===== config.mk =====
export PLATFORM = sky130hd
export DESIGN_NAME = r5p_pc
export DESIGN_NICKNAME = d
export VERILOG_FILES = /design/src/r5p_pkg.sv /design/src/r5p_pc.sv
export SDC_FILE = /design/constraint.sdc
export NUM_CORES = 1
export LEC_CHECK = 0
export BUFFER_PORTS_ARGS = -buffer_cell sky130_fd_sc_hd__buf_2
export CAP_MARGIN = 5
export CELL_PAD_IN_SITES_DETAIL_PLACEMENT = 1
export CELL_PAD_IN_SITES_GLOBAL_PLACEMENT = 1
export CORE_AREA = 2 2 89 91
export CTS_BUF_LIST = sky130_fd_sc_hd__clkbuf_16
export CTS_CLUSTER_SIZE = 16
export DETAILED_ROUTE_END_ITERATION = 12
export DIE_AREA = 0 0 91 93
export PLACE_DENSITY = 0.79
export SLEW_MARGIN = 20
export SYNTH_ARGS = -nofsm -noshare
export SYNTH_HDL_FRONTEND = slang
export SYNTH_SLANG_ARGS = --single-unit

===== constraint.sdc =====
create_clock -name clk -period 2.78 [get_ports clk]
set_clock_uncertainty 0.1 [all_clocks]
set_input_delay 0.278 -clock clk [delete_from_list [all_inputs] [get_ports clk]]
set_output_delay 0.278 -clock clk [all_outputs]
set_load 0.05 [all_outputs]

===== src/r5p_pkg.sv =====
/*
  r5p shared definitions
  widths, reset address and the encodings used by the RV32I execute core
*/

package r5p_pkg;

  //////////////////////////////////////////////////////////////////////
  // widths and reset values
  //////////////////////////////////////////////////////////////////////

  localparam int unsigned XLEN = 32;                   // data and address width
  localparam int unsigned XLOG = 5;                    // shift amount width
  localparam logic [XLEN-1:0] PC_RESET = 32'h0000_0000; // first fetch address

  //////////////////////////////////////////////////////////////////////
  // encodings
  //////////////////////////////////////////////////////////////////////

  // major opcodes, RISC-V values
  typedef enum logic [6:0] {
    OPC_OP     = 7'b0110011,  // register-register
    OPC_OP_IMM = 7'b0010011,  // register-immediate
    OPC_LUI    = 7'b0110111,
    OPC_AUIPC  = 7'b0010111,
    OPC_JAL    = 7'b1101111
  } opc_t;

  // alu operations
  typedef enum logic [3:0] {
    AO_ADD  = 4'd0,
    AO_SUB  = 4'd1,
    AO_SLT  = 4'd2,   // signed compare on adder carry-out
    AO_SLTU = 4'd3,   // unsigned compare, same adder
    AO_AND  = 4'd4,
    AO_OR   = 4'd5,
    AO_XOR  = 4'd6,
    AO_SLL  = 4'd7,
    AO_SRL  = 4'd8,
    AO_SRA  = 4'd9
  } alu_op_t;

  // operand routing into the alu
  typedef enum logic [2:0] {
    AI_R1_R2 = 3'd0,  // rs1 with rs2
    AI_R1_II = 3'd1,  // rs1 with I immediate
    AI_Z0_IU = 3'd2,  // zero with U immediate (lui)
    AI_PC_IU = 3'd3,  // pc with U immediate (auipc)
    AI_PC_IJ = 3'd4   // pc with J immediate (jal)
  } alu_sel_t;

  // controller states
  typedef enum logic [2:0] {
    ST_IDLE  = 3'd0,
    ST_FETCH = 3'd1,
    ST_WAIT  = 3'd2,
    ST_EXEC  = 3'd3,
    ST_HALT  = 3'd4
  } ctrl_state_t;

endpackage


===== src/r5p_pc.sv =====
/*
  r5p program counter
  steps by four or loads a jump target on the exec strobe
*/

`timescale 1ns/100ps

module r5p_pc import r5p_pkg::*; (
  input  logic            clk,
  input  logic            rst_n,
  input  logic            exec,
  input  logic            jump,
  input  logic [XLEN-1:0] target,
  output logic [XLEN-1:0] pc,
  output logic [XLEN-1:0] link     // pc + 4, also the jal return value
);

  assign link = pc + XLEN'(4);

  always_ff @(posedge clk) begin
    if (!rst_n) begin
      pc <= PC_RESET;
    end else if (exec) begin
      pc <= jump ? target : link;  // held while fetching or halted
    end
  end

  // jump targets come from the alu, so misalignment would show here
  pc_aligned: assert property (@(posedge clk) disable iff (!rst_n) pc[1:0] == 2'b00)
    else $error("pc: misaligned address %h", pc);

endmodule


==> flow_summary.toml <==
[floorplan]
initial_core_util_pct = 33.2
core.rowCount = 32
pin_count = 100
coreArea_sq_um = 7530
die_w_um = 91
fp.dieH_um = 93
die-area_sq_um = 8460

[pwr]
ir_drop_v = 0.000195
finalPower_mw = 1.53
leakagePower_nw = 1.47
powerDensity_nw_per_um2 = 449

[routing]
antenna_left = 0
viasPerCell = 5.73
vias = 3083
dr.pass1.iters = 4
first_iter_violations = 186
route.detailed.drc = 0
routed_wl_um = 10000
wl_per_cell_um = 18.7

[logic_synthesis]
synth_edf_count = 0
synth_top_area_share_pct = 25.6
synth_adder_area_share_pct = 0.501
synth_ff_type = "dfxtp_1"
synthTopCellsByArea = "dfxtp_1 26%, xnor2_1 6.3%, nor2_1 5.1%"
synth_nets = 377
synth_simple_gate_area_share_pct = 27.9
synth_area_leader_cell = "dfxtp_1"
synth_common_cells = "34 x nor2_1, 32 x dfxtp_1, 30 x nand2_1"
synth.most_common_cell = "nor2_1"
synth_seq_cells = 32
synth_cell_types = 54
ys_seq_area_share_pct = 25.6
synth_top_family_by_area = "simple AND/OR/NAND/NOR gates"
synth_compound_area_share_pct = 25.8
synth_cells = 340
yosysWarnings = 0
synthArstFlopShare_pct = 0
synth_xor_area_share_pct = 9.46
synth_area_sq_um = 2500
avgSynthCellArea_sq_um = 7.35
synth_mux_area_share_pct = 2.85

[critical_path]
critical_path.max_fanout = 7
path_class = "flop to output port"
crit_slowest_cell = "or4_1"
worstPathCellList = "nand4_2, or4_1, buf_4, nor2_1, xnor2_1, buf_2"
worst_setup_path_end_kind = "output port"
crit_arrival_ns = 2.33
crit_path_start_kind = "flop"
required_ns = 2.40
cp_slowest_stage_delay_ns = 0.59

[global_route]
first_global_vias = 3143
grt_usage_pct = 23.9
grt_pass1_wl_um = 16400
overflow = 0
antenna_found_initial = 0
grt_max_degree = 26

[run]
cap_violations = 0

[layout]
reg_top3 = "pc: 32 flops"
fill_cells = 994
regMostFlops = "pc"
synthToLayoutAreaGrowth_pct = 36.6
largest_register_ffs = 32
final_area_sq_um = 3410
num_antenna_cells = 0
nets = 473
layout-drive-gt1-share_pct = 35.6

[placement]
gp_congestion = 0.844
io_buffers = 99
placed_area_sq_um = 3250
post-place-ws_ns = 0.244
hpwl_um = 7370

[sta]
fmax_mhz = 370
slew_headroom_pct = 58.5
tns_ns = 0
holdWs_ns = 0.136
min_period_over_period_pct = 97.3
period_minus_slack_ns = 2.70
hold_viol = 0
setup_slack_ns = 0.0764
finalSetupViolCount = 0
worst_pin_slew_ns = 0.616
final_max_slew_viol_count = 0
rsz0062_at_grt = "false"

[clock_network]
htreeDepth = 2
cts_root_buf = "clkbuf_16"
clk_latency_ns = 0.28
path_clk_slew_ns = 0.06
cts_setup_buffers = 0
cts_tree = "yes"
cts_sinks = 32
cts_buffers = 5
clockBufferDepth = 2
holdBufCountCts = 0

[run_status]
status = "finished, final reports clean"

[min_path]
hp-class = "input pin to flop"
routing by layer:
layer,track usage [%],part of all wire (%),vias to the layer above
li1,-,-,1459
met1,30.1,44,1498
met2,41.7,50,112
met3,4.27,4.9,14
met4,7.07,1.6,0
met5,0,0,-
layout by cell type, fill, tap and decap left out, drive strengths merged, types with 4 or more instances in the layout:
cell type	instances
nor4	13
nand2	30
dfxtp	32
a311o	5
o41ai	4
xnor2	18
buf	121
o211ai	7
mux2i	6
inv	14
a22oi	10
xor2	9
nor3	10
nor2	34
nand3	15
a31oi	11
nand4	16
o21ai	12
clkbuf	5
a21oi	12
power breakdown:
part / leakage, nW / total, mW / internal [mW] / switching [mW]
Combinational: 1.14 / 0.460 / 0.129 / 0.330
Clock: 0.0648 / 0.534 / 0.321 / 0.213
Sequential: 0.266 / 0.538 / 0.488 / 0.0496
Total: 1.47 / 1.53 / 0.938 / 0.593
through the flow:
stage,std cells,utilization (%)
finish,538,45.3
CTS,538,45.1
detailed placement,531,43.1
floorplan,340,-
global route,538,45.3
global placement,531,43.1
path summary, 6_finish.rpt:
kind | start | cells after the start | slack [ns] | end
max | pc[18]$_SDFFE_PN0P_ | 6 | 0.08 | link[26]
min | target[1] | 3 | 0.14 | pc[1]$_SDFFE_PN0P_
max reg2reg | pc[5]$_SDFFE_PN0P_ | 5 | 0.66 | pc[15]$_SDFFE_PN0P_
min reg2reg | pc[0]$_SDFFE_PN0P_ | 2 | 0.42 | pc[0]$_SDFFE_PN0P_
layout make-up:
type / count / area (sq um) / area share, %
Multi-Input combinational cell: 261 / 1780 / 52.1
Clock inverter: 2 / 7.51 / 0.220
Sequential cell: 32 / 653 / 19.1
Inverter: 15 / 56.3 / 1.65
Tap cell: 102 / 128 / 3.74
Clock buffer: 5 / 125 / 3.67
Timing Repair Buffer: 121 / 663 / 19.4
what timing repair did:
| action | in CTS | in global routing |
|---|---|---|
| resized for setup | 3 | 6 |
| endpoints found under the hold margin | 0 | 0 |
| endpoints found under the setup margin | 2 | 8 |
| cloned | 0 | 0 |
critical path: cells and delay by family (launching register included):
kind | cells | cell delay [ns]
simple gates | 3 | 0.95
xor+xnor | 1 | 0.16
buf+inv | 2 | 0.48
flops | 1 | 0.45
kinds of logic (layout without fill, tap and decap cells):
logic type | count (synthesis) | count (layout)
compound gates | 89 | 89
xor+xnor | 27 | 27
fa+ha+maj | 1 | 1
buf+inv | 47 | 143
flops | 32 | 32
mux | 7 | 7
simple gates | 137 | 137
(Power assumes the default switching activity.)
