### src/r5p_pkg.sv
/*
  r5p shared definitions
  widths, reset address and the encodings used by the RV32I execute core
*/

package r5p_pkg;

  //////////////////////////////////////////////////////////////////////
  // widths and reset values
  //////////////////////////////////////////////////////////////////////

  localparam int unsigned XLEN = 32;                   // data and address width
  localparam int unsigned XLOG = 5;                    // shift amount width
  localparam logic [XLEN-1:0] PC_RESET = 32'h0000_0000; // first fetch address

  //////////////////////////////////////////////////////////////////////
  // encodings
  //////////////////////////////////////////////////////////////////////

  // major opcodes, RISC-V values
  typedef enum logic [6:0] {
    OPC_OP     = 7'b0110011,  // register-register
    OPC_OP_IMM = 7'b0010011,  // register-immediate
    OPC_LUI    = 7'b0110111,
    OPC_AUIPC  = 7'b0010111,
    OPC_JAL    = 7'b1101111
  } opc_t;

  // alu operations
  typedef enum logic [3:0] {
    AO_ADD  = 4'd0,
    AO_SUB  = 4'd1,
    AO_SLT  = 4'd2,   // signed compare on adder carry-out
    AO_SLTU = 4'd3,   // unsigned compare, same adder
    AO_AND  = 4'd4,
    AO_OR   = 4'd5,
    AO_XOR  = 4'd6,
    AO_SLL  = 4'd7,
    AO_SRL  = 4'd8,
    AO_SRA  = 4'd9
  } alu_op_t;

  // operand routing into the alu
  typedef enum logic [2:0] {
    AI_R1_R2 = 3'd0,  // rs1 with rs2
    AI_R1_II = 3'd1,  // rs1 with I immediate
    AI_Z0_IU = 3'd2,  // zero with U immediate (lui)
    AI_PC_IU = 3'd3,  // pc with U immediate (auipc)
    AI_PC_IJ = 3'd4   // pc with J immediate (jal)
  } alu_sel_t;

  // controller states
  typedef enum logic [2:0] {
    ST_IDLE  = 3'd0,
    ST_FETCH = 3'd1,
    ST_WAIT  = 3'd2,
    ST_EXEC  = 3'd3,
    ST_HALT  = 3'd4
  } ctrl_state_t;

endpackage

### src/r5p_decoder.sv
/*
  r5p instruction decoder
  turns one RV32I word into alu controls, register indexes,
  the selected immediate and the write, jump and illegal flags
*/

`timescale 1ns/100ps

module r5p_decoder import r5p_pkg::*; (
  input  logic [31:0]     instr,
  output alu_op_t         alu_op,
  output alu_sel_t        alu_sel,
  output logic [4:0]      rs1_idx,
  output logic [4:0]      rs2_idx,
  output logic [4:0]      rd_idx,
  output logic [XLEN-1:0] imm,
  output logic            wen,
  output logic            jump,
  output logic            illegal
);

  opc_t            opcode;
  logic [2:0]      funct3;
  logic [6:0]      funct7;
  logic            alt;      // funct7 bit 5, sub/sra select
  logic            f7_rest;  // any other funct7 bit set
  alu_op_t         f3_op;    // base operation from funct3
  logic [XLEN-1:0] imm_i;
  logic [XLEN-1:0] imm_u;
  logic [XLEN-1:0] imm_j;
  logic [XLEN-1:0] imm_sh;   // shamt, zero extended

  // instruction fields
  assign opcode  = opc_t'(instr[6:0]);
  assign funct3  = instr[14:12];
  assign funct7  = instr[31:25];
  assign alt     = funct7[5];
  assign f7_rest = |{funct7[6], funct7[4:0]};

  assign rs1_idx = instr[19:15];
  assign rs2_idx = instr[24:20];
  assign rd_idx  = instr[11:7];

  // immediates, all sign extended from bit 31
  assign imm_i  = {{(XLEN-12){instr[31]}}, instr[31:20]};
  assign imm_u  = {instr[31:12], 12'h000};
  assign imm_j  = {{(XLEN-20){instr[31]}}, instr[19:12], instr[20], instr[30:21], 1'b0};
  assign imm_sh = {{(XLEN-XLOG){1'b0}}, instr[20 +: XLOG]};

  // funct3 to operation, shared by OP and OP-IMM
  always_comb begin
    case (funct3)
      3'b000:  f3_op = AO_ADD;
      3'b001:  f3_op = AO_SLL;
      3'b010:  f3_op = AO_SLT;
      3'b011:  f3_op = AO_SLTU;
      3'b100:  f3_op = AO_XOR;
      3'b101:  f3_op = AO_SRL;
      3'b110:  f3_op = AO_OR;
      default: f3_op = AO_AND;
    endcase
  end

  always_comb begin
    alu_op  = f3_op;
    alu_sel = AI_R1_R2;
    imm     = imm_i;
    wen     = 1'b1;   // every legal instruction writes rd
    jump    = 1'b0;
    illegal = 1'b0;
    case (opcode)
      OPC_OP: begin
        alu_sel = AI_R1_R2;
        if (f7_rest) begin
          illegal = 1'b1;
        end else if (alt) begin
          if (funct3 == 3'b000) alu_op = AO_SUB;
          else if (funct3 == 3'b101) alu_op = AO_SRA;
          else illegal = 1'b1;  // no alternate form
        end
      end
      OPC_OP_IMM: begin
        alu_sel = AI_R1_II;
        if (funct3 == 3'b001 || funct3 == 3'b101) begin
          imm = imm_sh;  // shifts carry funct7 in the immediate
          if (f7_rest || (alt && funct3 == 3'b001)) illegal = 1'b1;
          else if (alt) alu_op = AO_SRA;
        end
      end
      OPC_LUI: begin
        alu_op  = AO_ADD;
        alu_sel = AI_Z0_IU;
        imm     = imm_u;
      end
      OPC_AUIPC: begin
        alu_op  = AO_ADD;
        alu_sel = AI_PC_IU;
        imm     = imm_u;
      end
      OPC_JAL: begin
        alu_op  = AO_ADD;  // target on the alu sum
        alu_sel = AI_PC_IJ;
        imm     = imm_j;
        jump    = 1'b1;
      end
      default: illegal = 1'b1;
    endcase
    if (illegal) begin
      wen  = 1'b0;
      jump = 1'b0;
    end
  end

endmodule

### config.mk
export PLATFORM = sky130hd
export DESIGN_NAME = r5p_decoder
export DESIGN_NICKNAME = d
export VERILOG_FILES = /design/src/r5p_pkg.sv /design/src/r5p_decoder.sv
export SDC_FILE = /design/constraint.sdc
export NUM_CORES = 1
export LEC_CHECK = 0
export ABC_AREA = 1
export BUFFER_PORTS_ARGS = -buffer_cell sky130_fd_sc_hd__buf_2
export CAP_MARGIN = 5
export CORE_MARGIN = 2
export CORE_UTILIZATION = 38
export DETAILED_ROUTE_END_ITERATION = 10
export PLACE_DENSITY = 0.93
export SYNTH_ARGS = -nofsm -noshare
export SYNTH_HDL_FRONTEND = slang
export SYNTH_SLANG_ARGS = --single-unit
export TNS_END_PERCENT = 30
### constraint.sdc
create_clock -name vclk -period 1.2
set_input_delay 0.12 -clock vclk [all_inputs]
set_output_delay 0.12 -clock vclk [all_outputs]
set_load 0.02 [all_outputs]
==> qor_table.md <==
| Metric | This run | Unit |
| --- | --- | --- |
| Number of nets with antenna violations after detailed routing | 0 | - |
| Final weighted congestion in routability-driven placement | 0.8146 | - |
| Combinational family with the most area after synthesis | simple AND/OR/NAND/NOR gates | - |
| I/O pin total | 89 | - |
| Endpoints failing hold | 0 | - |
| Number of DRC violations after detailed-routing iteration 0 | 26 | - |
| CP required | 1.08 | ns |
| Global-route wire length before repair | 4636 | um |
| Netlist Area Pre-Place | 892.1 | um2 |
| Net count of the finished layout | 276 | - |
| Final cycle utilization of the critical path | 113.5 | % |
| Number of clock buffer instances in the layout | 0 | - |
| Path class of the lowest-slack min-delay path | input port to output pin | - |
| Post-placement worst setup slack | -0.2053 | ns |
| Total wire length | 3181 | um |
| Hold_buf cts | 0 | - |
| Leading cell type in the layout, fill and taps excluded | buf_2 | - |
| Syn Inst Count | 161 | - |
| Core area | 0.002212 | mm2 |
| Pin count of the biggest net entering global routing | 16 | - |
| Area growth from synthesis to layout | 68.86 | % |
| Total of endpoints with negative setup slack in the final report | 33 | - |
| Share of synthesized cell area in and, or, nand and nor gates | 59.19 | % |
| Relative max-transition margin | 82.28 | % |
| Critical Path End Type | output pin | - |
| Max Transition Viols Final | 0 | - |
| Share of power burned in combinational logic | 100.0 | % |
| Reported max-cap violation count | 0 | - |
| Static leakage | 0.9261 | nW |
| Layout sequential cell count | 0 | - |
| Number of global-route vias before repair | 1109 | - |
| Sequential share of power | 0 | % |
| Register area share after synthesis | 0 | % |
| Post-route DRC violation count | 0 | - |
| Maximum clock frequency | 734.4 | MHz |
| Proportion of power drawn by the clock network | 0 | % |
| Post-synthesis net count | 193 | - |
| Top library cells by usage in the layout, fill and taps aside | buf_2 (51), nand2_1 (45), buf_4 (31) | - |
| Count of port buffers added during placement | 79 | - |
| Worst VDD drop | 0.1983 | mV |
| Area enclosed by the die boundary | 0.002751 | mm2 |
| Total gr overflow | 0 | - |
| Switch Pwr | 0.0003193 | W |
| Inserted Diodes | 0 | - |
| Initial standard-cell utilization of the core | 40.33 | % |
| Switching share of power | 58.37 | % |
| Final routed wire length divided by cell count | 11.78 | um |
| Nature of the critical path startpoint | input port | - |
| Status | finished, violations left | - |
| Failing checks | negative setup slack | - |
| Final setup margin | -0.1616 | ns |
| Chip Height | 52.45 | um |
| XOR/XNOR share of the synthesized area | 0.9818 | % |
| Pre-Repair DR Iteration Count | 4 | - |
| Site row count | 17 | - |
| Synth warnings | 0 | - |
| Fraction of the mapped netlist area in compound gates | 7.013 | % |
| Synth Area in Adders | 0 | % |
| Syn avg cell area | 5.541 | um2 |
| Multiplexer share of the synthesized area | 0 | % |
| Number of antenna violations at the first check in global routing | 0 | - |
| Arrival time of the worst setup path | 1.24 | ns |
| Worst setup path class | input port to output pin | - |
| Pwr per Cell Area | 363.2 | mW/mm2 |
| Crit Path Max Fanout | 6 | - |
| Worst-Margin Slew | 0.2649 | ns |
| HPWL after detailed placement | 2239 | um |
| Fraction of final layout cells sized beyond drive strength 1 | 54.13 | % |
| Horizontal extent of the die | 52.45 | um |
| Fin Setup TNS | -2.275 | ns |
| Post-DR vias/cell | 4.737 | - |
| Post-layout util | 68.10 | % |
| Number of unique standard cell types used by synthesis | 24 | - |
| Total area of sequential cells | 0 | um2 |
| RSZ-0062 raised after global routing | true | - |
| Total number of vias | 1279 | - |
| Final Critical Period | 1.362 | ns |
| GRT Overall Usage | 21.66 | % |
| Pint | 0.0002278 | W |
==> path summary, 6_finish.rpt <==
check / startpoint / endpoint / depth (start not counted)
max: instr[6] / imm[27] / 9
min: instr[7] / rd_idx[0] / 0
==> synth_stat cells (all sizes together) <==
| cell | instances | area, um2 |
|---|---|---|
| a31oi | 2 | 12.51 |
| nand4 | 12 | 93.84 |
| nand2 | 53 | 224.0 |
| a21oi | 1 | 16.27 |
| nor2 | 27 | 142.6 |
| xor2 | 1 | 8.760 |
| o21ai | 6 | 33.78 |
| nand3 | 9 | 67.57 |
| inv | 30 | 115.1 |
| buf | 20 | 177.7 |
==> power by group through the flow <==
| stage | clock (W) | sequential, W | combinational, W |
|---|---|---|---|
| after floorplan | 0 | 0 | 0.000313 |
| after global placement | 0 | 0 | 0.000441 |
| after detailed placement | 0 | 0 | 0.000451 |
| after CTS | 0 | 0 | 0.000506 |
| after global routing | 0 | 0 | 0.000587 |
| final | 0 | 0 | 0.000547 |
==> layer usage <==
| metal | global-route usage, % | share of wire [%] |
|---|---|---|
| met5 | 0 | 0 |
| met4 | 8.547 | 3.0 |
| met3 | 1.714 | 7.0 |
| met2 | 43.75 | 57 |
| met1 | 22.28 | 33 |
==> worst max-delay path, cell delays in order <==
cell     delay, ns
buf_6         0.10
nor2_4        0.16
buf_6         0.12
nand3_4       0.10
nand2_4       0.13
nor2_4        0.07
nand2_4       0.09
nand4_1       0.15
buf_6         0.19
==> cell families (layout without fill, tap and decap cells) <==
group / Yosys count / after routing
AND/OR/NAND/NOR: 101 / 102
AO/OA/AOI/OAI: 9 / 9
XOR/XNOR: 1 / 1
buffers and inverters: 50 / 130
==> stage by stage <==
step | cells | area (um2) | total power [W] | hold slack (ns)
floorplan | 161 | 892.1 | 0.0003132 | 0.3526
CTS | 266 | 1403 | 0.0005061 | 0.2401
finish | 270 | 1506 | 0.0005471 | 0.2400
global placement | 262 | 1250 | 0.0004410 | 0.2401
global route | 270 | 1506 | 0.0005867 | 0.2400
detailed placement | 262 | 1250 | 0.0004506 | 0.2401
==> what timing repair did <==
action | in CTS | in global routing
setup endpoints to repair | 34 | 36
hold endpoints to repair | 0 | 0
setup buffers | 3 | 4
cloned | 1 | 0
resized for setup | 39 | 22
pin swaps | 8 | 11
==> final cells by class <==
cell class	count	area (um2)
multi-input cells	112	658.1
inverters	30	122.6
fillers	203	705.7
well taps	28	35.03
repair buffers	100	690.7
Power figures use the tool's default switching activity.
