===== config.mk =====
export PLATFORM = sky130hd
export DESIGN_NAME = r5p_ctrl
export DESIGN_NICKNAME = d
export VERILOG_FILES = /design/src/r5p_pkg.sv /design/src/r5p_ctrl.sv
export SDC_FILE = /design/constraint.sdc
export NUM_CORES = 1
export LEC_CHECK = 0
export BUFFER_PORTS_ARGS = -buffer_cell sky130_fd_sc_hd__buf_2
export CELL_PAD_IN_SITES_DETAIL_PLACEMENT = 1
export CELL_PAD_IN_SITES_GLOBAL_PLACEMENT = 2
export CORE_ASPECT_RATIO = 1.4
export CORE_MARGIN = 2
export CORE_UTILIZATION = 24
export DETAILED_ROUTE_END_ITERATION = 7
export PLACE_DENSITY = 0.85
export SYNTH_ARGS = -nofsm -noshare
export SYNTH_HDL_FRONTEND = slang
export SYNTH_SLANG_ARGS = --single-unit
export TNS_END_PERCENT = 1

===== constraint.sdc =====
create_clock -name clk -period 3.4 [get_ports clk]
set_input_delay 0.68 -clock clk [delete_from_list [all_inputs] [get_ports clk]]
set_output_delay 0.68 -clock clk [all_outputs]
set_load 0.01 [all_outputs]

===== src/r5p_pkg.sv =====
/*
  r5p shared definitions
  widths, reset address and the encodings used by the RV32I execute core
*/

package r5p_pkg;

  //////////////////////////////////////////////////////////////////////
  // widths and reset values
  //////////////////////////////////////////////////////////////////////

  localparam int unsigned XLEN = 32;                   // data and address width
  localparam int unsigned XLOG = 5;                    // shift amount width
  localparam logic [XLEN-1:0] PC_RESET = 32'h0000_0000; // first fetch address

  //////////////////////////////////////////////////////////////////////
  // encodings
  //////////////////////////////////////////////////////////////////////

  // major opcodes, RISC-V values
  typedef enum logic [6:0] {
    OPC_OP     = 7'b0110011,  // register-register
    OPC_OP_IMM = 7'b0010011,  // register-immediate
    OPC_LUI    = 7'b0110111,
    OPC_AUIPC  = 7'b0010111,
    OPC_JAL    = 7'b1101111
  } opc_t;

  // alu operations
  typedef enum logic [3:0] {
    AO_ADD  = 4'd0,
    AO_SUB  = 4'd1,
    AO_SLT  = 4'd2,   // signed compare on adder carry-out
    AO_SLTU = 4'd3,   // unsigned compare, same adder
    AO_AND  = 4'd4,
    AO_OR   = 4'd5,
    AO_XOR  = 4'd6,
    AO_SLL  = 4'd7,
    AO_SRL  = 4'd8,
    AO_SRA  = 4'd9
  } alu_op_t;

  // operand routing into the alu
  typedef enum logic [2:0] {
    AI_R1_R2 = 3'd0,  // rs1 with rs2
    AI_R1_II = 3'd1,  // rs1 with I immediate
    AI_Z0_IU = 3'd2,  // zero with U immediate (lui)
    AI_PC_IU = 3'd3,  // pc with U immediate (auipc)
    AI_PC_IJ = 3'd4   // pc with J immediate (jal)
  } alu_sel_t;

  // controller states
  typedef enum logic [2:0] {
    ST_IDLE  = 3'd0,
    ST_FETCH = 3'd1,
    ST_WAIT  = 3'd2,
    ST_EXEC  = 3'd3,
    ST_HALT  = 3'd4
  } ctrl_state_t;

endpackage


===== src/r5p_ctrl.sv =====
/*
  r5p controller
  FSM for fetch, memory wait, execute and trap halt,
  holds the instruction register
*/

`timescale 1ns/100ps

module r5p_ctrl import r5p_pkg::*; (
  input  logic            clk,
  input  logic            rst_n,
  input  logic            start,
  input  logic            imem_ack,
  input  logic [XLEN-1:0] imem_rdata,
  input  logic            illegal,    // from decode of instr
  output logic            imem_req,
  output logic            exec,
  output logic            retire,
  output logic            trap,
  output logic            busy,
  output logic [31:0]     instr
);

  ctrl_state_t state;
  ctrl_state_t state_nxt;
  logic        instr_load;  // capture fetched word

  always_ff @(posedge clk) begin
    if (!rst_n) state <= ST_IDLE;
    else state <= state_nxt;
  end

  always_comb begin
    state_nxt = state;
    case (state)
      ST_IDLE:  if (start) state_nxt = ST_FETCH;
      ST_FETCH: state_nxt = ST_WAIT;           // request goes out here
      ST_WAIT:  if (imem_ack) state_nxt = ST_EXEC;
      ST_EXEC:  state_nxt = illegal ? ST_HALT : ST_FETCH;
      ST_HALT:  if (start) state_nxt = ST_IDLE; // pc kept for resume
      default:  state_nxt = ST_IDLE;
    endcase
  end

  // instruction register, loaded in the ack cycle
  assign instr_load = (state == ST_WAIT) && imem_ack;

  always_ff @(posedge clk) begin
    if (instr_load) instr <= imem_rdata;
  end

  // strobes decoded from state
  assign imem_req = (state == ST_FETCH);
  assign exec     = (state == ST_EXEC);
  assign retire   = exec && !illegal;
  assign trap     = exec && illegal;
  assign busy     = (state == ST_FETCH) || (state == ST_WAIT) || (state == ST_EXEC);

  // memory answers only the outstanding request
  ack_in_wait: assert property (@(posedge clk) disable iff (!rst_n)
                                imem_ack |-> state == ST_WAIT)
    else $error("ctrl: memory ack outside the wait state");

  // decode settled before execute picks retire or trap
  exec_decoded: assert property (@(posedge clk) disable iff (!rst_n)
                                 exec |-> !$isunknown(illegal))
    else $error("ctrl: unknown decode during execute");

endmodule


==> PnR_summary.wiki, run 1 <==
{| class="wikitable"
! Metric !! Value
|-
| Status || finished, final reports clean
|-
| Number of flops mapped to enable cells by yosys || 32
|-
| Start of the worst register-to-register path || state[0]$_SDFFE_PN0P_
|-
| Netlist area before placement || 1194 µm²
|-
| Endpoint type of the worst setup path || output port
|-
| Floorplan die width || 63.60 µm
|-
| Cell leakage power || 0.7131 nW
|-
| FF+latch count, synth || 35
|-
| Hold-fix buffer count after cts || 0
|-
| Layout net count || 175
|-
| Maximum number of pins on one net before global-route repair || 33
|-
| Final worst path period need || 2.090 ns
|-
| Startpoint of the most critical setup path || state[1]$_SDFFE_PN0P_
|-
| Hold Violations, Final || 0
|-
| Max H-tree Level || 2
|-
| Global-route met2 utilization || 17.61%
|-
| Cell chain of the critical path || nor2b_2 > and2_1 > nor2b_1 > buf_2
|-
| Dpl cells || 195
|-
| Number of fill cells in the layout || 556
|-
| Portion of the clock cycle consumed by the worst path in the final layout || 61.46%
|-
| Setup bufs post-CTS || 0
|-
| GRT Resource Usage Total || 9.191%
|-
| Synth area leaders || sky130_fd_sc_hd__edfxtp_1, sky130_fd_sc_hd__dfxtp_1, sky130_fd_sc_hd__o31ai_4
|-
| Area fraction of the dominant cell type after synthesis || 80.50%
|-
| Part of the Yosys area used for sequential elements || 85.53%
|-
| Iteration-0 DRC Markers || 9
|-
| Async set-or-reset flop fraction in the synthesized netlist || 0%
|-
| Type of the worst setup path || reg -> out
|-
| Cell taking the most area after synthesis || sky130_fd_sc_hd__edfxtp_1
|-
| Area taken by flip-flops and latches || 1021 µm²
|-
| Top-count cell post-synth || sky130_fd_sc_hd__edfxtp_1
|-
| Global-route track usage on met3 || 2.846%
|-
| Clock net sink count || 35
|-
| Die height || 87.45 µm
|-
| WP data required || 2.72 ns
|-
| Number of clock buffers inserted by TritonCTS || 5
|-
| Synthesized netlist cell count || 59
|-
| Final instance area || 1723 µm²
|-
| Number of antenna diodes || 0
|-
| Crit-path max FO || 8
|-
| Number of remaining DRC errors || 0
|-
| Main flop type after synthesis || sky130_fd_sc_hd__edfxtp_1
|-
| Syn nets || 96
|-
| Number of pins exceeding their max-slew limit in the final report || 0
|-
| Pwr per Cell Area || 507.2 nW/µm²
|-
| TritonCTS clock tree || built
|-
| Power after layout || 0.8738 mW
|-
| Relative slew slack || 72.99%
|-
| Clock transition at the registers of the reported paths || 0.07 ns
|-
| Layout Skew || 0.004898 ns
|-
| Arr. time, crit path || 1.41 ns
|-
| Hold wc startpoint || imem_rdata[9]
|-
| Total wirelength of the detailed-routed design || 2.451 mm
|-
| Global-route wire length before repair || 3.705 mm
|-
| Clock tree root driver cell || sky130_fd_sc_hd__clkbuf_8
|-
| Worst-skew pair later-pin latency || 0.27 ns
|-
| Leading post-synthesis cells by instance count || sky130_fd_sc_hd__edfxtp_1, sky130_fd_sc_hd__dfxtp_1, sky130_fd_sc_hd__nand2b_1, sky130_fd_sc_hd__nor2_1
|-
| Number of global-route vias before repair || 820
|-
| Count of buffers from port buffering || 73
|-
| Setup repair after global routing missed its margin || no
|-
| Share of final-layout standard cells stronger than drive strength 1 || 61.15%
|-
| First drt pass iteration count || 2
|-
| Max cap viols || 0
|-
| Hold Path Class || in -> reg
|-
| Slowest CP cell || sky130_fd_sc_hd__dfxtp_1
|-
| Post-Route Setup TNS || 0 ns
|-
| Total placed instance area || 1642 µm²
|-
| Area enclosed by the die boundary || 5562 µm²
|-
| Area Overhead vs Synth || 44.34%
|-
| Maximum clock insertion buffer count || 2
|-
| Post-route antenna net violation count || 0
|-
| Max Fclk || 478.5 MHz
|-
| Layer with the highest usage || met2
|-
| Pin slew with the least headroom to its limit || 0.4047 ns
|-
| Global-route congestion overflow total || 0
|-
| Total number of placement rows || 30
|-
| Antenna violations before repair || 0
|-
| Number of top-level pins || 74
|-
| Warnings from Yosys || 0
|-
| Per-instance average area after synthesis || 20.23 µm²
|-
| Delay of the slowest cell on the worst path || 0.50 ns
|-
| Post-CTS sizing || 0
|-
| Setup-failing EPs final || 0
|-
| Vias post-DR || 806
|-
| Number of distinct library cells after synthesis || 20
|-
| Filler-free cell count of the finished design || 203
|-
| Average routed wire per standard cell || 12.07 µm
|-
| Kind of launch point of the worst setup path || flip-flop
|-
| Effective utilization at floorplan || 24.84%
|-
| Maximum ir drop on the vdd rail || 0.0001552 V
|-
| Global placement routability congestion || 0.6682
|-
| Area of the placeable core || 4805 µm²
|-
| Detailed-placement wirelength estimate || 1.953 mm
|-
| GR Layer Usage met1 || 7.629%
|-
| Multi-input gate area || 167.7 µm²
|-
| Number of vias per cell || 3.970
|}
-- cell usage in the layout, fill, tap and decap left out, types with 2 or more instances in the layout --
cell                       count
sky130_fd_sc_hd__nand2_1       2
sky130_fd_sc_hd__buf_2        73
sky130_fd_sc_hd__clkbuf_1      2
sky130_fd_sc_hd__nand2b_1      3
sky130_fd_sc_hd__nor2_1        3
sky130_fd_sc_hd__clkbuf_8      5
sky130_fd_sc_hd__dfxtp_1       3
sky130_fd_sc_hd__edfxtp_1     32
-- registers in the layout, indices dropped and copies added (netlist names) --
name and cells:
instr 32, state 3
-- path summary, 6_finish.rpt --
path,to,slack [ns],cells past startpoint
min,instr[9]$_DFFE_PP_,0.58,1
max reg2reg,instr[15]$_DFFE_PP_,1.77,3
max,retire,1.31,4
min reg2reg,state[0]$_SDFFE_PN0P_,0.65,2
-- logic make-up (layout without fill, tap and decap cells) --
| logic type | Yosys count | count (layout) | share of synthesized area, % |
|---|---|---|---|
| xor gates and xnor gates | 1 | 1 | 0.7339 |
| muxes | 1 | 1 | 1.257 |
| and+or+nand+nor | 16 | 16 | 7.653 |
| DFF | 35 | 35 | 85.53 |
| buffers and inverters | 2 | 82 | 1.362 |
| AOI/OAI and AO/OA | 4 | 4 | 3.459 |
-- layer usage --
layer | part of all wire (%) | up-vias
li1 | - | 379
met1 | 33 | 379
met2 | 58 | 44
met3 | 7.0 | 4
met4 | 2.3 | 0
met5 | 0 | -
-- worst max-delay path: cells and delay by family, from the launching register on --
family	cells	cell delay, ns
AND/OR/NAND/NOR	3	0.50
flip-flops	1	0.50
buffers and inverters	1	0.13
-- power by group --
| group | switching, mW | internal, mW | leakage (nW) | total, mW |
|---|---|---|---|---|
| clock | 0.129 | 0.143 | 0.0422 | 0.272 |
| combinational | 0.0453 | 0.0454 | 0.357 | 0.0907 |
| sequential | 0.0167 | 0.494 | 0.314 | 0.511 |
-- cell type report --
cell class | count | area share, %
repair buffers | 74 | 21.64
multi-input cells | 22 | 9.731
well taps | 64 | 4.648
clock inverters | 1 | 0.2905
clock buffers | 7 | 4.430
flip-flops and latches | 35 | 59.26
-- metrics by stage --
step,setup WS (ns),hold slack (ns),util (%)
after floorplan,0.9031,0.5459,-
after global placement,1.613,0.5895,34.17
after detailed placement,1.537,0.6331,34.17
after CTS,1.303,0.5658,35.86
after global routing,1.162,0.5614,35.86
final,1.310,0.5765,35.86
Note: power is estimated with default switching activity, not from simulation.
==> run 2, diff against run 1 <==
- ABC_AREA: not set -> 1
- CORE_UTILIZATION: 24 -> 25
- PLACE_DENSITY: 0.85 -> 0.87
- clock period: 3.4 -> 2.04 ns (I/O delays scaled with it)
==> run 2 against run 1 <==
  * Worst setup slack lost 0.83 ns
  * Critical path type unchanged
  * Via count increased by 0.50%
  * Clock power increased by 64%
  * Design area shrank 2.4%
  * Cell count up 2.5%
  * Combinational power up 71%
  * Hold slack got worse by 0.27 ns
  * Clock-buffer cell count fell by 1
  * Clock skew decreased by 0.0028 ns
  * Non-clock buffer count unchanged
  * First-iteration DRC count is 56% lower
==> PnR_summary.wiki, run 2 <==
{| class="wikitable"
! Metric !! Value
|-
| Part of the Yosys area used for sequential elements || 88.89% (was 85.53%)
|-
| Global-route wire length before repair || 4.071 mm (was 3.705 mm)
|-
| Clock net sink count || 35 (unchanged)
|-
| Worst setup slack for register-to-register paths || 0.56 ns (was 1.77 ns)
|-
| FF+latch count, synth || 35 (unchanged)
|-
| Hold-fix buffer count after cts || 0 (unchanged)
|-
| Leading post-synthesis cells by instance count || sky130_fd_sc_hd__edfxtp_1, sky130_fd_sc_hd__inv_1, sky130_fd_sc_hd__nand2_1, sky130_fd_sc_hd__nor2_1 (was sky130_fd_sc_hd__edfxtp_1, sky130_fd_sc_hd__dfxtp_1, sky130_fd_sc_hd__nand2b_1, sky130_fd_sc_hd__nor2_1)
|-
| Max H-tree Level || 2 (unchanged)
|-
| Worst reg2reg path endpoint || instr[22]$_DFFE_PP_ (was instr[15]$_DFFE_PP_)
|-
| Share of final-layout standard cells stronger than drive strength 1 || 56.16% (was 61.15%)
|-
| Number of pins exceeding their max-slew limit in the final report || 0 (unchanged)
|-
| WP data required || 1.63 ns (was 2.72 ns)
|-
| Area of the placeable core || 4463 µm² (was 4805 µm²)
|-
| Area enclosed by the die boundary || 5160 µm² (was 5562 µm²)
|-
| Netlist area before placement || 1149 µm² (was 1194 µm²)
|-
| Kind of launch point of the worst setup path || flip-flop (unchanged)
|-
| Post-Route Setup TNS || 0 ns (unchanged)
|-
| Synth area leaders || sky130_fd_sc_hd__edfxtp_1, sky130_fd_sc_hd__dfxtp_1, sky130_fd_sc_hd__inv_1 (was sky130_fd_sc_hd__edfxtp_1, sky130_fd_sc_hd__dfxtp_1, sky130_fd_sc_hd__o31ai_4)
|-
| Number of clock buffers inserted by TritonCTS || 5 (unchanged)
|-
| Startpoint of the most critical setup path || state[1]$_SDFFE_PN0P_ (unchanged)
|-
| Area taken by flip-flops and latches || 1021 µm² (unchanged)
|-
| Layout Skew || 0.002126 ns (was 0.004898 ns)
|-
| Area Overhead vs Synth || 46.40% (was 44.34%)
|-
| Synthesized netlist cell count || 64 (was 59)
|-
| Start of the worst register-to-register path || state[2]$_SDFFE_PN0P_ (was state[0]$_SDFFE_PN0P_)
|-
| Per-instance average area after synthesis || 17.95 µm² (was 20.23 µm²)
|-
| Top-count cell post-synth || sky130_fd_sc_hd__edfxtp_1 (unchanged)
|-
| First drt pass iteration count || 2 (unchanged)
|-
| Vias post-DR || 810 (was 806)
|-
| Arr. time, crit path || 1.15 ns (was 1.41 ns)
|-
| Count of buffers from port buffering || 73 (unchanged)
|-
| Number of flops mapped to enable cells by yosys || 32 (unchanged)
|-
| Final instance area || 1682 µm² (was 1723 µm²)
|-
| Layout net count || 182 (was 175)
|-
| Maximum clock insertion buffer count || 2 (unchanged)
|-
| Setup repair after global routing missed its margin || no (unchanged)
|-
| FF-to-FF path depth || 4 (was 3)
|-
| Portion of the clock cycle consumed by the worst path in the final layout || 76.50%
|-
| Number of top-level pins || 74 (unchanged)
|-
| Cell leakage power || 0.7537 nW (was 0.7131 nW)
|-
| Largest register by flop count || instr (unchanged)
|-
| Async set-or-reset flop fraction in the synthesized netlist || 0% (unchanged)
|-
| Clock tree root driver cell || sky130_fd_sc_hd__clkbuf_8 (unchanged)
|-
| Global placement routability congestion || 0.6427 (was 0.6682)
|-
| Number of distinct library cells after synthesis || 11 (was 20)
|-
| Floorplan die width || 61.29 µm (was 63.60 µm)
|-
| Average routed wire per standard cell || 12.35 µm (was 12.07 µm)
|-
| GRT Resource Usage Total || 10.91% (was 9.191%)
|-
| Worst-skew pair later-pin latency || 0.27 ns (about the same)
|-
| Effective utilization at floorplan || 25.74% (was 24.84%)
|-
| Slowest CP cell || sky130_fd_sc_hd__dfxtp_1 (unchanged)
|-
| Maximum number of pins on one net before global-route repair || 33 (unchanged)
|-
| Hold Violations, Final || 0 (unchanged)
|-
| Detailed-placement wirelength estimate || 2.051 mm (was 1.953 mm)
|-
| Cell chain of the critical path || nand2_2 > nor2_4 > nand2_1 > inv_1 > buf_2 (was nor2b_2 > and2_1 > nor2b_1 > buf_2)
|-
| Relative slew slack || 73.57% (was 72.99%)
|-
| Cell taking the most area after synthesis || sky130_fd_sc_hd__edfxtp_1 (unchanged)
|-
| Max cap viols || 0 (unchanged)
|-
| Status || finished, final reports clean (unchanged)
|-
| Number of antenna diodes || 0 (unchanged)
|-
| Global-route congestion overflow total || 0 (unchanged)
|-
| Post-CTS sizing || 0 (unchanged)
|-
| Most common cell after layout, fill and taps aside || sky130_fd_sc_hd__buf_2 (unchanged)
|-
| Max Fclk || 640.7 MHz
|-
| Delay of the slowest cell on the worst path || 0.41 ns (was 0.50 ns)
|-
| Type of the worst setup path || reg -> out (unchanged)
|-
| Total wirelength of the detailed-routed design || 2.569 mm (was 2.451 mm)
|-
| Setup bufs post-CTS || 0 (unchanged)
|-
| Registers with the most flip-flops || instr x32, state x3 (unchanged)
|-
| Iteration-0 DRC Markers || 4 (was 9)
|-
| Clock transition at the registers of the reported paths || 0.06 ns (was 0.07 ns)
|-
| Number of vias per cell || 3.894 (was 3.970)
|-
| Commonest cells after routing, fill and taps aside || sky130_fd_sc_hd__buf_2, sky130_fd_sc_hd__edfxtp_1, sky130_fd_sc_hd__inv_1 (was sky130_fd_sc_hd__buf_2, sky130_fd_sc_hd__edfxtp_1, sky130_fd_sc_hd__clkbuf_8)
|-
| Die height || 84.20 µm (was 87.45 µm)
|-
| Hold Path Class || in -> reg (unchanged)
|-
| Antenna violations before repair || 0 (unchanged)
|-
| Pin slew with the least headroom to its limit || 0.3965 ns (was 0.4047 ns)
|-
| Post-route antenna net violation count || 0 (unchanged)
|-
| TritonCTS clock tree || built (unchanged)
|-
| Maximum ir drop on the vdd rail || 0.0002445 V (was 0.0001552 V)
|-
| Final worst path period need || 1.561 ns
|-
| Number of global-route vias before repair || 842 (was 820)
|-
| Main flop type after synthesis || sky130_fd_sc_hd__edfxtp_1 (unchanged)
|-
| Pwr per Cell Area || 860.1 nW/µm² (was 507.2 nW/µm²)
|-
| Number of fill cells in the layout || 518 (was 556)
|-
| Crit-path max FO || 5 (was 8)
|-
| Flip-flop count of the largest register, all copies and words added || 32 (unchanged)
|-
| Warnings from Yosys || 0 (unchanged)
|-
| Syn nets || 101 (was 96)
|-
| Endpoint type of the worst setup path || output port (unchanged)
|-
| Area fraction of the dominant cell type after synthesis || 83.66% (was 80.50%)
|-
| Multi-input gate area || 96.34 µm² (was 167.7 µm²)
|-
| Setup-failing EPs final || 0 (unchanged)
|-
| Termination of the worst setup path || trap (was retire)
|-
| Total placed instance area || 1602 µm² (was 1642 µm²)
|-
| Total number of placement rows || 29 (was 30)
|-
| Number of remaining DRC errors || 0 (unchanged)
|}
==> run 2: worst min path at each step <==
stage | from | to | slack (ns) | cells after the start
after global routing | imem_rdata[12] | instr[12]$_DFFE_PP_ | 0.29 | 1
after floorplan | imem_rdata[0] | instr[0]$_DFFE_PP_ | 0.51 | 0
final | imem_rdata[15] | instr[15]$_DFFE_PP_ | 0.31 | 1
after CTS | imem_rdata[12] | instr[12]$_DFFE_PP_ | 0.29 | 1
after global placement | state[2]$_SDFFE_PN0P_ | state[1]$_SDFFE_PN0P_ | 0.55 | 1
after detailed placement | imem_rdata[12] | instr[12]$_DFFE_PP_ | 0.59 | 1
==> run 2: cells by family (layout without fill, tap and decap cells) <==
kind of cell           after synthesis  in the layout  share of synthesized area (%)
and+or+nand+nor                     19             19                          7.734
DFF                                 35             35                          88.89
buffers and inverters                9             91                          2.941
AOI/OAI and AO/OA                    1              1                         0.4353
==> run 2: per-stage QoR <==
step | hold slack, ns | total power [mW] | instances | util [%] | worst slack, ns
floorplan | 0.5069 | 0.9317 | 64 | - | 0.1960
global placement | 0.5528 | 1.011 | 200 | 35.88 | 0.6548
detailed placement | 0.5867 | 1.020 | 200 | 35.88 | 0.5561
CTS | 0.2944 | 1.473 | 208 | 37.68 | 0.4567
global route | 0.2889 | 1.524 | 208 | 37.68 | 0.3604
finish | 0.3073 | 1.446 | 208 | 37.68 | 0.4793
==> run 2: layer usage <==
layer | part of all wire, % | wire [µm] | global-route usage [%] | vias up
met5 | 0 | 0 | 0 | -
met4 | 2.2 | 57 | 4.743 | 0
met3 | 12 | 300 | 5.393 | 8
met2 | 56 | 1428 | 19.83 | 45
met1 | 30 | 783 | 9.391 | 372
li1 | - | - | - | 385
==> run 2: final cells by class <==
type                       count  area share, %
sequential                    35          60.71
timing repair buffer          74          22.17
multi-input combinational     20          5.729
tap                           62          4.613
clock buffer                   6          4.315
inverter                       9          2.009
clock inverter                 2         0.4464
==> run 2: critical path, delay by kind of cell (launching register included) <==
kind,cells,cell delay (ns)
DFF,1,0.41
and+or+nand+nor,3,0.30
buffers and inverters,2,0.18
==> run 2: power by group <==
group | switching, mW | internal, mW
clock network | 0.213 | 0.232
logic | 0.0893 | 0.0658
registers | 0.0160 | 0.830
==> run 3, diff against run 2 <==
- clock period: 2.04 -> 1.55 ns (I/O delays scaled with it)
==> run 3 against run 2 <==
  * Non-clock buffer count stayed put
  * Sequential cell count stayed put
  * Clock-buffer cell count is 1 higher
  * Sequential power is 32% higher
  * Largest cell class unchanged
  * Highest routed layer unchanged
==> PnR_summary.wiki, run 3 (same netlist as run 2, synthesis figures left out) <==
{| class="wikitable"
! Metric !! Value
|-
| Status || finished, final reports clean (unchanged)
|-
| Flip-flop count of the largest register, all copies and words added || 32 (unchanged)
|-
| Hold Path Class || in -> reg (unchanged)
|-
| First drt pass iteration count || 3 (was 2)
|-
| Layout Skew || 0.004631 ns (was 0.002126 ns)
|-
| Worst-skew pair later-pin latency || 0.28 ns (was 0.27 ns)
|-
| Final instance area || 1703 µm² (was 1682 µm²)
|-
| Number of pins exceeding their max-slew limit in the final report || 0 (unchanged)
|-
| Area of the placeable core || 4463 µm² (unchanged)
|-
| Type of the worst setup path || reg -> out (unchanged)
|-
| Maximum clock insertion buffer count || 2 (unchanged)
|-
| Layout net count || 182 (unchanged)
|-
| Maximum number of pins on one net before global-route repair || 33 (unchanged)
|-
| Proportion of power drawn by combinational gates || 11.4% (was 10.7%)
|-
| Count of buffers from port buffering || 73 (unchanged)
|-
| Final worst path period need || 1.413 ns
|-
| Kind of launch point of the worst setup path || flip-flop (unchanged)
|-
| Internal power || 1.501 mW (was 1.128 mW)
|-
| Die height || 84.20 µm (unchanged)
|-
| Max H-tree Level || 2 (unchanged)
|-
| Crit-path max FO || 5 (unchanged)
|-
| Effective utilization at floorplan || 25.74% (unchanged)
|-
| Vias post-DR || 796 (was 810)
|-
| Average routed wire per standard cell || 13.10 µm (was 12.35 µm)
|-
| Floorplan die width || 61.29 µm (unchanged)
|-
| Total number of placement rows || 29 (unchanged)
|-
| Number of top-level pins || 74 (unchanged)
|-
| Registers with the most flip-flops || instr x32, state x3 (unchanged)
|-
| GRT Resource Usage Total || 11.02% (was 10.91%)
|-
| Area Overhead vs Synth || 48.26% (was 46.40%)
|-
| Clock group share of total power || 30.8% (about the same)
|-
| Arr. time, crit path || 1.10 ns (was 1.15 ns)
|-
| Cell leakage power || 0.7596 nW (was 0.7537 nW)
|-
| Global-route wire length before repair || 4.105 mm (was 4.071 mm)
|-
| Hold-fix buffer count after cts || 0 (unchanged)
|-
| Post-CTS sizing || 0 (unchanged)
|-
| Number of clock buffers inserted by TritonCTS || 5 (unchanged)
|-
| Setup bufs post-CTS || 0 (unchanged)
|-
| WP data required || 1.24 ns (was 1.63 ns)
|-
| Sequential fraction of design power || 57.8% (was 58.5%)
|-
| Max Fclk || 707.5 MHz
|-
| Total placed instance area || 1619 µm² (was 1602 µm²)
|-
| Maximum ir drop on the vdd rail || 0.0003941 V (was 0.0002445 V)
|-
| Net switching power || 0.4318 mW (was 0.3186 mW)
|-
| Endpoint type of the worst setup path || output port (unchanged)
|-
| Number of antenna diodes || 0 (unchanged)
|-
| Setup repair after global routing missed its margin || no (unchanged)
|-
| Portion of the clock cycle consumed by the worst path in the final layout || 91.19%
|-
| Clock net sink count || 35 (unchanged)
|-
| Max cap viols || 0 (unchanged)
|-
| Setup-failing EPs final || 0 (unchanged)
|-
| Iteration-0 DRC Markers || 16 (was 4)
|-
| Share of final-layout standard cells stronger than drive strength 1 || 58.22% (was 56.16%)
|-
| Most common cell after layout, fill and taps aside || sky130_fd_sc_hd__buf_2 (unchanged)
|-
| Global-route congestion overflow total || 0 (unchanged)
|-
| Clock tree root driver cell || sky130_fd_sc_hd__clkbuf_8 (unchanged)
|-
| FF-to-FF path depth || 4 (unchanged)
|-
| TritonCTS clock tree || built (unchanged)
|-
| Hold Violations, Final || 0 (unchanged)
|-
| Detailed-placement wirelength estimate || 2.253 mm (was 2.051 mm)
|-
| Final core utilization || 38.16% (was 37.68%)
|-
| Commonest cells after routing, fill and taps aside || sky130_fd_sc_hd__buf_2, sky130_fd_sc_hd__edfxtp_1, sky130_fd_sc_hd__inv_1 (unchanged)
|-
| Antenna violations before repair || 0 (unchanged)
|-
| Hold depth || 1 (unchanged)
|-
| Post-route antenna net violation count || 0 (unchanged)
|-
| Power after layout || 1.933 mW (was 1.446 mW)
|-
| Net switching share of the total power || 22.34% (was 22.03%)
|-
| Post-Route Setup TNS || 0 ns (unchanged)
|-
| Pin slew with the least headroom to its limit || 0.2599 ns (was 0.3965 ns)
|-
| Number of vias per cell || 3.827 (was 3.894)
|-
| Clock transition at the registers of the reported paths || 0.06 ns (about the same)
|-
| Relative slew slack || 82.51% (was 73.57%)
|-
| Area enclosed by the die boundary || 5160 µm² (unchanged)
|-
| Number of remaining DRC errors || 0 (unchanged)
|-
| Global placement routability congestion || 0.6684 (was 0.6427)
|-
| Pwr per Cell Area || 1135 nW/µm² (was 860.1 nW/µm²)
|-
| Largest register by flop count || instr (unchanged)
|-
| Total wirelength of the detailed-routed design || 2.724 mm (was 2.569 mm)
|-
| Number of global-route vias before repair || 903 (was 842)
|}
==> run 3: cell count changes in the layout (fill, tap and decap cells not counted), sizes merged <==
| cell | delta |
|---|---|
| clkinv | -1 |
| clkbuf | +1 |
==> run 3: path summary, 6_finish.rpt <==
check                                            from               endpoint  slack, ns
worst max-delay path            state[1]$_SDFFE_PN0P_                   trap       0.14
worst min-delay path                   imem_rdata[10]    instr[10]$_DFFE_PP_       0.21
worst max register to register  state[2]$_SDFFE_PN0P_    instr[13]$_DFFE_PP_       0.19
worst min register to register  state[0]$_SDFFE_PN0P_  state[1]$_SDFFE_PN0P_       0.59
==> run 3: stage by stage <==
stage               hold slack, ns  cells  setup slack, ns
detailed placement          0.4890    200           0.2002
floorplan                   0.4089     64          0.03574
finish                      0.2050    208           0.1366
global placement            0.4890    200           0.2900
global route                0.1908    208          0.03289
CTS                         0.1965    208          0.05542
==> run 3: final cells by class <==
cell class                 count  area, µm²
timing repair buffer          74      385.4
multi-input combinational     20      101.3
sequential                    35       1023
clock buffer                   7      76.32
inverter                       9      33.78
clock inverter                 1      5.005
tap                           62      77.57
fill                         508       2760
==> run 3: worst max-delay path, cell delays in order, from the launching register on <==
cell	delay [ns]
sky130_fd_sc_hd__dfxtp_2	0.38
sky130_fd_sc_hd__nand2_2	0.09
sky130_fd_sc_hd__nor2_4	0.11
sky130_fd_sc_hd__nand2_1	0.08
sky130_fd_sc_hd__inv_1	0.05
sky130_fd_sc_hd__buf_2	0.12
==> run 3: metal layers <==
layer  part of all wire, %  global-route usage [%]
met2                    51                   19.25
met3                    14                   6.163
met4                   1.2                   4.150
met1                    34                   10.14
met5                     0                       0
==> run 3: power groups by stage <==
stage	sequential (mW)	combinational (mW)	clock, mW
2_1_floorplan	1.15	0.0747	0
3_3_place_gp	1.13	0.210	0
3_5_place_dp	1.14	0.224	0
4_1_cts	1.12	0.225	0.621
5_1_grt	1.12	0.246	0.664
6_report	1.12	0.221	0.595
